File: src/sram_adapter_pkg.sv
/*
 * Shared widths, depths and encodings for the TL-UL to SRAM adapter.
 * SRAM word is as wide as the bus word and host addresses above 4 KiB alias.
 */
package sram_adapter_pkg;

  // Host bus widths
  localparam int TL_AW  = 32;
  localparam int TL_DW  = 32;
  localparam int TL_DBW = TL_DW / 8;
  localparam int TL_SZW = 2;
  localparam int TL_AIW = 8;

  // SRAM word address, taken above the byte offset
  localparam int SRAM_AW = 10;

  // Depth of both the request and the response FIFO
  localparam int OUTSTANDING = 2;

  // Blanking value on any error response
  localparam logic [TL_DW-1:0] DATA_WHEN_ERROR = {TL_DW{1'b1}};

  // A channel opcodes, TileLink encoding
  // Other codes are illegal and answered with an error
  typedef enum logic [2:0] {
    PutFullData    = 3'h0,
    PutPartialData = 3'h1,
    Get            = 3'h4
  } tl_a_op_e;

  // D channel opcodes
  typedef enum logic [2:0] {
    AccessAck     = 3'h0,
    AccessAckData = 3'h1
  } tl_d_op_e;

  // Request record kept until its D beat leaves
  // Fields are is-read, error, size, source and byte mask
  localparam int REQ_REC_W = 1 + 1 + TL_SZW + TL_AIW + TL_DBW;

  // Read response record
  // Read data plus the uncorrectable error flag
  localparam int RSP_REC_W = TL_DW + 1;

endpackage
File: src/tlul_sram_adapter.sv
/*
 * TL-UL style host port to single-ported SRAM, Get and Put only.
 * Fixed read latency of one cycle after grant, in-order responses.
 */
`timescale 1ns/100ps

module tlul_sram_adapter import sram_adapter_pkg::*; (
  input  logic               clk_i,
  input  logic               rst_ni,

  // Host A channel
  input  logic               a_valid_i,
  output logic               a_ready_o,
  input  logic [2:0]         a_opcode_i,
  input  logic [TL_SZW-1:0]  a_size_i,
  input  logic [TL_AIW-1:0]  a_source_i,
  input  logic [TL_AW-1:0]   a_address_i,
  input  logic [TL_DBW-1:0]  a_mask_i,
  input  logic [TL_DW-1:0]   a_data_i,

  // Host D channel
  output logic               d_valid_o,
  input  logic               d_ready_i,
  output tl_d_op_e           d_opcode_o,
  output logic [TL_SZW-1:0]  d_size_o,
  output logic [TL_AIW-1:0]  d_source_o,
  output logic [TL_DW-1:0]   d_data_o,
  output logic               d_error_o,

  // SRAM port
  output logic               req_o,
  input  logic               gnt_i,
  output logic               we_o,
  output logic [SRAM_AW-1:0] addr_o,
  output logic [TL_DW-1:0]   wdata_o,
  output logic [TL_DW-1:0]   wmask_o,
  input  logic               rvalid_i,
  input  logic [TL_DW-1:0]   rdata_i,
  input  logic [1:0]         rerror_i
);

  // Checked request
  logic               chk_error, chk_is_read, chk_we;
  logic [SRAM_AW-1:0] chk_addr;
  logic [TL_DW-1:0]   chk_wmask, chk_wdata;

  // Request record head
  logic               rec_valid, rec_is_read, rec_error, rec_pop;
  logic [TL_SZW-1:0]  rec_size;
  logic [TL_AIW-1:0]  rec_source;
  logic [TL_DBW-1:0]  rec_mask;

  // Raw opcode bits, illegal codes are flagged by the check
  req_check req_check_inst (
    .a_valid_i   (a_valid_i),
    .a_opcode_i  (tl_a_op_e'(a_opcode_i)),
    .a_size_i    (a_size_i),
    .a_address_i (a_address_i),
    .a_mask_i    (a_mask_i),
    .a_data_i    (a_data_i),
    .error_o     (chk_error),
    .is_read_o   (chk_is_read),
    .we_o        (chk_we),
    .addr_o      (chk_addr),
    .wmask_o     (chk_wmask),
    .wdata_o     (chk_wdata)
  );

  sram_req_ctrl sram_req_ctrl_inst (
    .clk_i         (clk_i),
    .rst_ni        (rst_ni),
    .a_valid_i     (a_valid_i),
    .a_size_i      (a_size_i),
    .a_source_i    (a_source_i),
    .a_mask_i      (a_mask_i),
    .a_ready_o     (a_ready_o),
    .error_i       (chk_error),
    .is_read_i     (chk_is_read),
    .we_i          (chk_we),
    .addr_i        (chk_addr),
    .wmask_i       (chk_wmask),
    .wdata_i       (chk_wdata),
    .req_o         (req_o),
    .gnt_i         (gnt_i),
    .we_o          (we_o),
    .addr_o        (addr_o),
    .wdata_o       (wdata_o),
    .wmask_o       (wmask_o),
    .rec_pop_i     (rec_pop),
    .rec_valid_o   (rec_valid),
    .rec_is_read_o (rec_is_read),
    .rec_error_o   (rec_error),
    .rec_size_o    (rec_size),
    .rec_source_o  (rec_source),
    .rec_mask_o    (rec_mask)
  );

  rsp_gen rsp_gen_inst (
    .clk_i         (clk_i),
    .rst_ni        (rst_ni),
    .rec_valid_i   (rec_valid),
    .rec_is_read_i (rec_is_read),
    .rec_error_i   (rec_error),
    .rec_size_i    (rec_size),
    .rec_source_i  (rec_source),
    .rec_mask_i    (rec_mask),
    .rec_pop_o     (rec_pop),
    .rvalid_i      (rvalid_i),
    .rdata_i       (rdata_i),
    .rerror_i      (rerror_i),
    .d_valid_o     (d_valid_o),
    .d_ready_i     (d_ready_i),
    .d_opcode_o    (d_opcode_o),
    .d_size_o      (d_size_o),
    .d_source_o    (d_source_o),
    .d_data_o      (d_data_o),
    .d_error_o     (d_error_o)
  );

endmodule

File: src/rsp_gen.sv
/*
 * Builds in-order D responses from the record head and SRAM read data.
 * Assumes read data one cycle after grant and no more reads than records.
 */
`timescale 1ns/100ps

module rsp_gen import sram_adapter_pkg::*; (
  input  logic              clk_i,
  input  logic              rst_ni,

  // Head of the request FIFO
  input  logic              rec_valid_i,
  input  logic              rec_is_read_i,
  input  logic              rec_error_i,
  input  logic [TL_SZW-1:0] rec_size_i,
  input  logic [TL_AIW-1:0] rec_source_i,
  input  logic [TL_DBW-1:0] rec_mask_i,
  output logic              rec_pop_o,

  // SRAM read return
  input  logic              rvalid_i,
  input  logic [TL_DW-1:0]  rdata_i,
  input  logic [1:0]        rerror_i,

  // D channel
  output logic              d_valid_o,
  input  logic              d_ready_i,
  output tl_d_op_e          d_opcode_o,
  output logic [TL_SZW-1:0] d_size_o,
  output logic [TL_AIW-1:0] d_source_o,
  output logic [TL_DW-1:0]  d_data_o,
  output logic              d_error_o
);

  logic                 rsp_wready, rsp_rvalid, rsp_rready;
  logic [RSP_REC_W-1:0] rsp_wdata, rsp_rdata;
  logic                 rsp_err;
  logic [TL_DW-1:0]     rsp_data, rmask;
  logic                 clean_read;

  // Only the uncorrectable bit matters here
  assign rsp_wdata = {rerror_i[1], rdata_i};

  // Pass-through, so data arriving with an idle D channel leaves at once
  sync_fifo #(
    .Width (RSP_REC_W),
    .Depth (OUTSTANDING),
    .Pass  (1'b1)
  ) rsp_fifo_inst (
    .clk_i    (clk_i),
    .rst_ni   (rst_ni),
    .wvalid_i (rvalid_i),
    .wready_o (rsp_wready),
    .wdata_i  (rsp_wdata),
    .rvalid_o (rsp_rvalid),
    .rready_i (rsp_rready),
    .rdata_o  (rsp_rdata)
  );

  assign {rsp_err, rsp_data} = rsp_rdata;

  // Mask applied on the way out
  // A clean read at the head owns the oldest response entry,
  // while at push time a pending write record may still sit in front
  always_comb begin
    for (int i = 0; i < TL_DBW; i++) begin
      rmask[8*i +: 8] = {8{rec_mask_i[i]}};
    end
  end

  assign clean_read = rec_valid_i && rec_is_read_i && !rec_error_i;

  // Writes and errors answer at once, clean reads wait for data
  assign d_valid_o  = rec_valid_i && (rec_error_i || !rec_is_read_i || rsp_rvalid);
  assign d_error_o  = d_valid_o && (rec_error_i || (clean_read && rsp_err));
  assign d_opcode_o = rec_is_read_i ? AccessAckData : AccessAck;
  assign d_size_o   = rec_size_i;
  assign d_source_o = rec_source_i;

  always_comb begin
    if (rec_error_i || (clean_read && rsp_err)) begin
      d_data_o = DATA_WHEN_ERROR;
    end else if (clean_read) begin
      d_data_o = rsp_data & rmask;
    end else begin
      d_data_o = '0;
    end
  end

  assign rec_pop_o  = d_valid_o && d_ready_i;
  // Response entry leaves with its own read record only
  assign rsp_rready = rec_pop_o && clean_read;

  assert property (@(posedge clk_i) disable iff (!rst_ni) rvalid_i |-> rec_valid_i)
    else $error("rsp_gen: read data with no pending record");
  assert property (@(posedge clk_i) disable iff (!rst_ni) rvalid_i |-> rsp_wready)
    else $error("rsp_gen: read data while response FIFO full");

endmodule

File: src/sram_req_ctrl.sv
/*
 * Issues SRAM requests and holds one record per accepted A beat.
 * Error beats skip the SRAM but still get a record for in-order replies.
 */
`timescale 1ns/100ps

module sram_req_ctrl import sram_adapter_pkg::*; (
  input  logic               clk_i,
  input  logic               rst_ni,

  // A channel side
  input  logic               a_valid_i,
  input  logic [TL_SZW-1:0]  a_size_i,
  input  logic [TL_AIW-1:0]  a_source_i,
  input  logic [TL_DBW-1:0]  a_mask_i,
  output logic               a_ready_o,

  // From the request check
  input  logic               error_i,
  input  logic               is_read_i,
  input  logic               we_i,
  input  logic [SRAM_AW-1:0] addr_i,
  input  logic [TL_DW-1:0]   wmask_i,
  input  logic [TL_DW-1:0]   wdata_i,

  // SRAM request
  output logic               req_o,
  input  logic               gnt_i,
  output logic               we_o,
  output logic [SRAM_AW-1:0] addr_o,
  output logic [TL_DW-1:0]   wdata_o,
  output logic [TL_DW-1:0]   wmask_o,

  // Head of the request FIFO
  input  logic               rec_pop_i,
  output logic               rec_valid_o,
  output logic               rec_is_read_o,
  output logic               rec_error_o,
  output logic [TL_SZW-1:0]  rec_size_o,
  output logic [TL_AIW-1:0]  rec_source_o,
  output logic [TL_DBW-1:0]  rec_mask_o
);

  logic                 fifo_wready;
  logic                 push;
  logic [REQ_REC_W-1:0] rec_wdata, rec_rdata;

  // Only clean beats go out, and only while a record slot is free
  // Read data can then always find room in the response FIFO
  assign req_o   = a_valid_i && !error_i && fifo_wready;
  assign we_o    = req_o && we_i;
  assign addr_o  = addr_i;
  assign wdata_o = wdata_i;
  assign wmask_o = wmask_i;

  // Grant accepts a clean beat, errors are taken at once
  assign a_ready_o = fifo_wready && (gnt_i || error_i);
  assign push      = a_valid_i && a_ready_o;

  assign rec_wdata = {is_read_i, error_i, a_size_i, a_source_i, a_mask_i};

  sync_fifo #(
    .Width (REQ_REC_W),
    .Depth (OUTSTANDING),
    .Pass  (1'b0)
  ) req_fifo_inst (
    .clk_i    (clk_i),
    .rst_ni   (rst_ni),
    .wvalid_i (push),
    .wready_o (fifo_wready),
    .wdata_i  (rec_wdata),
    .rvalid_o (rec_valid_o),
    .rready_i (rec_pop_i),
    .rdata_o  (rec_rdata)
  );

  assign {rec_is_read_o, rec_error_o, rec_size_o, rec_source_o, rec_mask_o} = rec_rdata;

  // An ungranted request stays up with the same address and direction
  assert property (@(posedge clk_i) disable iff (!rst_ni)
    (req_o && !gnt_i) |=> (req_o && $stable(addr_o) && $stable(we_o)))
    else $error("sram_req_ctrl: SRAM request dropped or changed before grant");

  // Read record is waiting at the head when its data returns
  assert property (@(posedge clk_i) disable iff (!rst_ni)
    (req_o && gnt_i && !we_o) |=> rec_valid_o)
    else $error("sram_req_ctrl: read issued without a pending record");

endmodule

File: src/req_check.sv
/*
 * Combinational legality check and SRAM request forming for one A beat.
 * Only bus-wide SRAM words; address bits above SRAM_AW are ignored.
 */
`timescale 1ns/100ps

module req_check import sram_adapter_pkg::*; (
  input  logic              a_valid_i,
  input  tl_a_op_e          a_opcode_i,
  input  logic [TL_SZW-1:0] a_size_i,
  input  logic [TL_AW-1:0]  a_address_i,
  input  logic [TL_DBW-1:0] a_mask_i,
  input  logic [TL_DW-1:0]  a_data_i,
  output logic              error_o,
  output logic              is_read_o,
  output logic              we_o,
  output logic [SRAM_AW-1:0] addr_o,
  output logic [TL_DW-1:0]  wmask_o,
  output logic [TL_DW-1:0]  wdata_o
);

  logic              op_err, size_err, align_err, mask_err, full_err;
  logic              is_put;
  logic [TL_DBW-1:0] span_mask;

  assign is_put    = (a_opcode_i == PutFullData) || (a_opcode_i == PutPartialData);
  assign is_read_o = (a_opcode_i == Get);

  // Anything but the three kept opcodes
  assign op_err   = !(is_put || is_read_o);
  // Size 3 would be a double word
  assign size_err = (a_size_i == 2'd3);

  // Bytes covered by the addressed span
  always_comb begin
    span_mask = '0;
    case (a_size_i)
      2'd0:    span_mask[a_address_i[1:0]] = 1'b1;
      2'd1:    span_mask = a_address_i[1] ? 4'b1100 : 4'b0011;
      default: span_mask = '1;
    endcase
  end

  always_comb begin
    case (a_size_i)
      2'd1:    align_err = a_address_i[0];
      2'd2:    align_err = |a_address_i[1:0];
      default: align_err = 1'b0;
    endcase
  end

  // No byte lanes outside the span
  assign mask_err = |(a_mask_i & ~span_mask);
  // Full puts must write the whole span
  assign full_err = (a_opcode_i == PutFullData) && (a_mask_i != span_mask);

  assign error_o = a_valid_i && (op_err || size_err || align_err || mask_err || full_err);
  assign we_o    = a_valid_i && is_put;

  // Word address, byte offset dropped
  assign addr_o = a_address_i[2 +: SRAM_AW];

  // Byte mask to bit mask, write data cleared where not written
  always_comb begin
    wmask_o = '0;
    wdata_o = '0;
    if (a_valid_i) begin
      for (int i = 0; i < TL_DBW; i++) begin
        wmask_o[8*i +: 8] = {8{a_mask_i[i]}};
        wdata_o[8*i +: 8] = (a_mask_i[i] && is_put) ? a_data_i[8*i +: 8] : 8'h00;
      end
    end
  end

endmodule

File: src/sync_fifo.sv
/*
 * Synchronous FIFO with count, refuses writes when full.
 * Pass=1 forwards write data to the read side while empty.
 */
`timescale 1ns/100ps

module sync_fifo #(
  parameter int Width = 8,
  parameter int Depth = 2,
  parameter bit Pass  = 1'b0
) (
  input  logic             clk_i,
  input  logic             rst_ni,
  input  logic             wvalid_i,
  output logic             wready_o,
  input  logic [Width-1:0] wdata_i,
  output logic             rvalid_o,
  input  logic             rready_i,
  output logic [Width-1:0] rdata_o
);

  localparam int PtrW = (Depth > 1) ? $clog2(Depth) : 1;
  localparam int CntW = $clog2(Depth + 1);

  logic [Width-1:0] mem [Depth];
  logic [PtrW-1:0]  wr_ptr, rd_ptr;
  logic [CntW-1:0]  count;
  logic             empty, pass_now, do_read, store, take;

  assign empty    = (count == '0);
  assign wready_o = (count != CntW'(Depth));

  // Bypass only while nothing is stored, keeps order intact
  assign pass_now = Pass && empty;
  assign rvalid_o = pass_now ? wvalid_i : !empty;
  assign rdata_o  = pass_now ? wdata_i : mem[rd_ptr];

  assign do_read = rvalid_o && rready_i;
  // A bypassed word consumed in the same cycle never enters the buffer
  assign store   = wvalid_i && wready_o && !(pass_now && do_read);
  assign take    = do_read && !pass_now;

  always_ff @(posedge clk_i) begin
    if (store) begin
      mem[wr_ptr] <= wdata_i;
    end
  end

  always_ff @(posedge clk_i) begin
    if (!rst_ni) begin
      wr_ptr <= '0;
      rd_ptr <= '0;
      count  <= '0;
    end else begin
      if (store) begin
        wr_ptr <= (wr_ptr == PtrW'(Depth - 1)) ? '0 : wr_ptr + 1'b1;
      end
      if (take) begin
        rd_ptr <= (rd_ptr == PtrW'(Depth - 1)) ? '0 : rd_ptr + 1'b1;
      end
      count <= count + CntW'(store) - CntW'(take);
    end
  end

  // Users must respect full and empty, the FIFO drops nothing silently
  assert property (@(posedge clk_i) disable iff (!rst_ni) wvalid_i |-> wready_o)
    else $error("sync_fifo: write while full");
  assert property (@(posedge clk_i) disable iff (!rst_ni) rready_i |-> rvalid_o)
    else $error("sync_fifo: read while empty");

endmodule

File: config.mk
export PLATFORM = sky130hd
export DESIGN_NAME = tlul_sram_adapter
export DESIGN_NICKNAME = d
export VERILOG_FILES = /design/src/sram_adapter_pkg.sv /design/src/tlul_sram_adapter.sv /design/src/rsp_gen.sv /design/src/sram_req_ctrl.sv /design/src/req_check.sv /design/src/sync_fifo.sv
export SDC_FILE = /design/constraint.sdc
export NUM_CORES = 1
export LEC_CHECK = 0
export BUFFER_PORTS_ARGS = -buffer_cell sky130_fd_sc_hd__buf_2
export CAP_MARGIN = 20
export CORE_MARGIN = 2
export CORE_UTILIZATION = 43
export DETAILED_ROUTE_END_ITERATION = 12
export PLACE_DENSITY_LB_ADDON = 0.2
export SLEW_MARGIN = 5
export SYNTH_ARGS = -nofsm -noshare
export SYNTH_HDL_FRONTEND = slang
export SYNTH_SLANG_ARGS = --single-unit
export TNS_END_PERCENT = 100
File: constraint.sdc
create_clock -name clk_i -period 3.1 [get_ports clk_i]
set_clock_uncertainty 0.2 [all_clocks]
set_input_delay 0.31 -clock clk_i [delete_from_list [all_inputs] [get_ports clk_i]]
set_output_delay 0.31 -clock clk_i [all_outputs]
set_load 0.05 [all_outputs]
==> metrics.txt <==
Net Sw Power 2.53 mW; Reg2Reg Setup Slack 0.36 ns; Setup Crit Path Kind reg -> out; P_leak 2.98 nW; fraction of registers with async set/reset 0; Via density 4.80; Routed Antenna Nets 0; ys flop type edfxtp_1; CTS tree done; Synth cell types 49; total grt overflow 0; TNS Setup 0 ns; Worst Tran Pin Value 0.986 ns; total track usage 0.174; Initial Util 0.437; Tmin final 2.91 ns; Worst Setup End Kind output port; DR pass1 iterations 6; clock network power share 0.182; vias 4059; worst-path cell chain nor2_1 -> a21oi_2 -> a221oi_4 -> buf_12 -> o21ai_0 -> buf_2; minimum hold slack 0.00909 ns; sequential area share after synthesis 0.572; pre-CTS setup slack -0.196 ns; io pins 245; clk sinks 108; Max stage delay cell, worst path nor2_1; Layout Utilization 0.573; DR DRC count 0; CP Data Required Time 2.59 ns; Internal Power 3.11 mW; Die Y-Extent 117 um; PnR worst setup slack 0.187 ns; maximum VDD drop 274 uV; Slew HR 0.341; number of DRC markers in iteration 0 188; worst min path class in -> reg; Rows 41; switch share 0.449; chip width 117 um; I/O Buffers 201; Worst-path clk slew 0.07 ns; Worst path max stage delay 0.48 ns; Final period util 0.940; first-pass GRT wire length 18200 um; Syn Area/Cell 12.0 um2; GPL Wtd Cong 0.835; outcome finished clean; number of synthesized register bits 108; Area Overhead vs Synth 31.0%; maxcap violations 0; ratio of cells with drive above 1 in the final layout 0.386; antenna cells 0; CP Launch Type flip-flop; final count of hold timing violations 0; Final Setup Violations 0; CP arrival 2.40 ns; routed wire length 12200 um; HPWL after detailed placement 8450 um; Clock Tree Buf Depth 2; clock root cell clkbuf_16; CTS Buf Count 9; nets@finish 802; antenna violations before repair 0; sequential share of power 0.343; die area 13700 um2; vias in the first global route 3822; Mapped Cells 460; PwrDens 783 nW/um2; combinational power share 0.475; Max Clock Freq 343 MHz; Routed WL per cell 14.4 um; Clk Latency, worst-skew pair 0.34 ns; Synth warnings 0; largest net degree at the start of global routing 65; max-slew violations 0; mapped cell area 5500 um2; H-tree levels 3; Worst Path Max Fanout 29; core footprint 12600 um2; Post-synth EDFFs 98
-- layout make-up --
type                    count  area [um2]
clock buffers              10         229
clock inverters             6        38.8
fillers                  1068        5370
inverters                  11        41.3
multi-input cells         283        1980
flip-flops and latches    108        3140
well taps                 172         215
repair buffers            255        1550
-- Yosys cell counts, types with 2 or more instances --
master	count	share of area
a21oi_1	36	0.033
edfxtp_1	98	0.54
mux2i_1	34	0.062
o311ai_0	2	0.0032
xor2_1	2	0.0032
nor3b_1	5	0.0068
ha_1	13	0.030
clkbuf_1	11	0.0075
o21ai_0	34	0.031
buf_2	3	0.0027
nor4_1	2	0.0023
buf_4	41	0.056
dfxtp_1	10	0.036
nor3_1	2	0.0018
nand2_1	12	0.0082
and2_1	40	0.046
mux2_2	15	0.031
xnor2_1	3	0.0048
nor2b_1	3	0.0034
o211ai_1	2	0.0027
nor2_1	51	0.035
inv_1	11	0.0075
nand3_1	2	0.0018
and3_1	2	0.0023
buf_1	2	0.0014
-- power by group through the flow --
stage               sequential [mW]  clock [mW]  combinational, mW
finish                         1.93        1.03               2.68
global route                   1.96        1.12               2.88
CTS                            1.94        1.05               2.70
detailed placement             1.97           0               2.65
global placement               1.95           0               2.64
floorplan                      1.94           0               2.09
-- critical path: cells and delay by family (launching register included) --
family                 cells  cell delay, ns
AOI/OAI and AO/OA          3            0.74
and+or+nand+nor            1            0.48
DFF                        1            0.35
buffers and inverters      2            0.46
-- final timing paths --
| check | startpoint | endpoint | cells past startpoint |
|---|---|---|---|
| setup reg to reg | flip-flop | rsp_gen_inst.rsp_fifo_inst.count[1] | 10 |
| hold reg to reg | rsp_gen_inst.rsp_fifo_inst.wr_ptr | rsp_gen_inst.rsp_fifo_inst.wr_ptr | 2 |
| setup / recovery | sram_req_ctrl_inst.req_fifo_inst.count[1] | d_data_o[24] | 6 |
| hold / removal | a_mask_i[3] | sram_req_ctrl_inst.req_fifo_inst.mem[0][3] | 1 |
-- cell usage in the layout, fill, tap and decap left out, types with 2 or more instances in the layout --
cell type	instances
xor2_1	2
dlygate4sd3_1	41
inv_1	11
buf_4	12
and3_1	2
buf_12	2
clkinvlp_4	3
nand2_1	12
nor3_1	2
nand3_1	2
a21oi_1	36
edfxtp_1	98
clkbuf_16	9
nor2b_1	3
buf_2	199
nor2_4	3
and2_1	40
nor2_2	2
mux2i_1	34
clkinv_1	2
o211ai_1	2
nor3b_1	5
o21ai_0	34
nor2_1	46
xnor2_1	3
dfxtp_1	9
ha_1	12
conb_1	2
mux2_2	15
-- per-stage QoR --
stage,cells,power (mW),area (um2)
floorplan,461,4.03,5520
global placement,788,4.59,6500
detailed placement,788,4.62,6500
CTS,845,5.69,7200
global route,845,5.96,7200
finish,845,5.64,7200
-- sequential cells by signal, indices dropped and copies added (netlist names), named ones only --
name	count
sram_req_ctrl_inst.req_fifo_inst.wr_ptr	1
rsp_gen_inst.rsp_fifo_inst.wr_ptr	1
rsp_gen_inst.rsp_fifo_inst.count	2
rsp_gen_inst.rsp_fifo_inst.mem	66
sram_req_ctrl_inst.req_fifo_inst.mem	32
rsp_gen_inst.rsp_fifo_inst.rd_ptr	1
sram_req_ctrl_inst.req_fifo_inst.count	2
sram_req_ctrl_inst.req_fifo_inst.rd_ptr	1
-- logic make-up (layout without fill, tap and decap cells) --
| group | after synthesis | in the layout | share of synthesized area |
|---|---|---|---|
| buffers and inverters | 70 | 282 | 0.0781 |
| multiplexers | 49 | 49 | 0.0926 |
| XOR/XNOR | 5 | 5 | 0.00797 |
| other | 1 | 2 | 0.000682 |
| flip-flops | 108 | 108 | 0.572 |
| AND/OR/NAND/NOR | 130 | 130 | 0.124 |
| adder cells (fa/ha/maj) | 13 | 13 | 0.0296 |
| AO/OA/AOI/OAI | 84 | 84 | 0.0956 |
-- per-layer routing --
layer,GRT usage,routed length (um)
met1,0.201,5120
met2,0.321,6180
met3,0.0396,662
met4,0.0549,214
met5,0,0
-- repair_timing --
| item | in CTS | in global routing |
|---|---|---|
| endpoints found under the setup margin | 2 | 2 |
| resized for setup | 6 | 1 |
| buffers inserted | 0 | 0 |
| pin swaps | 0 | 0 |
| hold buffers | 41 | 0 |
| hold endpoints to repair | 82 | 0 |
(Power assumes the default switching activity.)
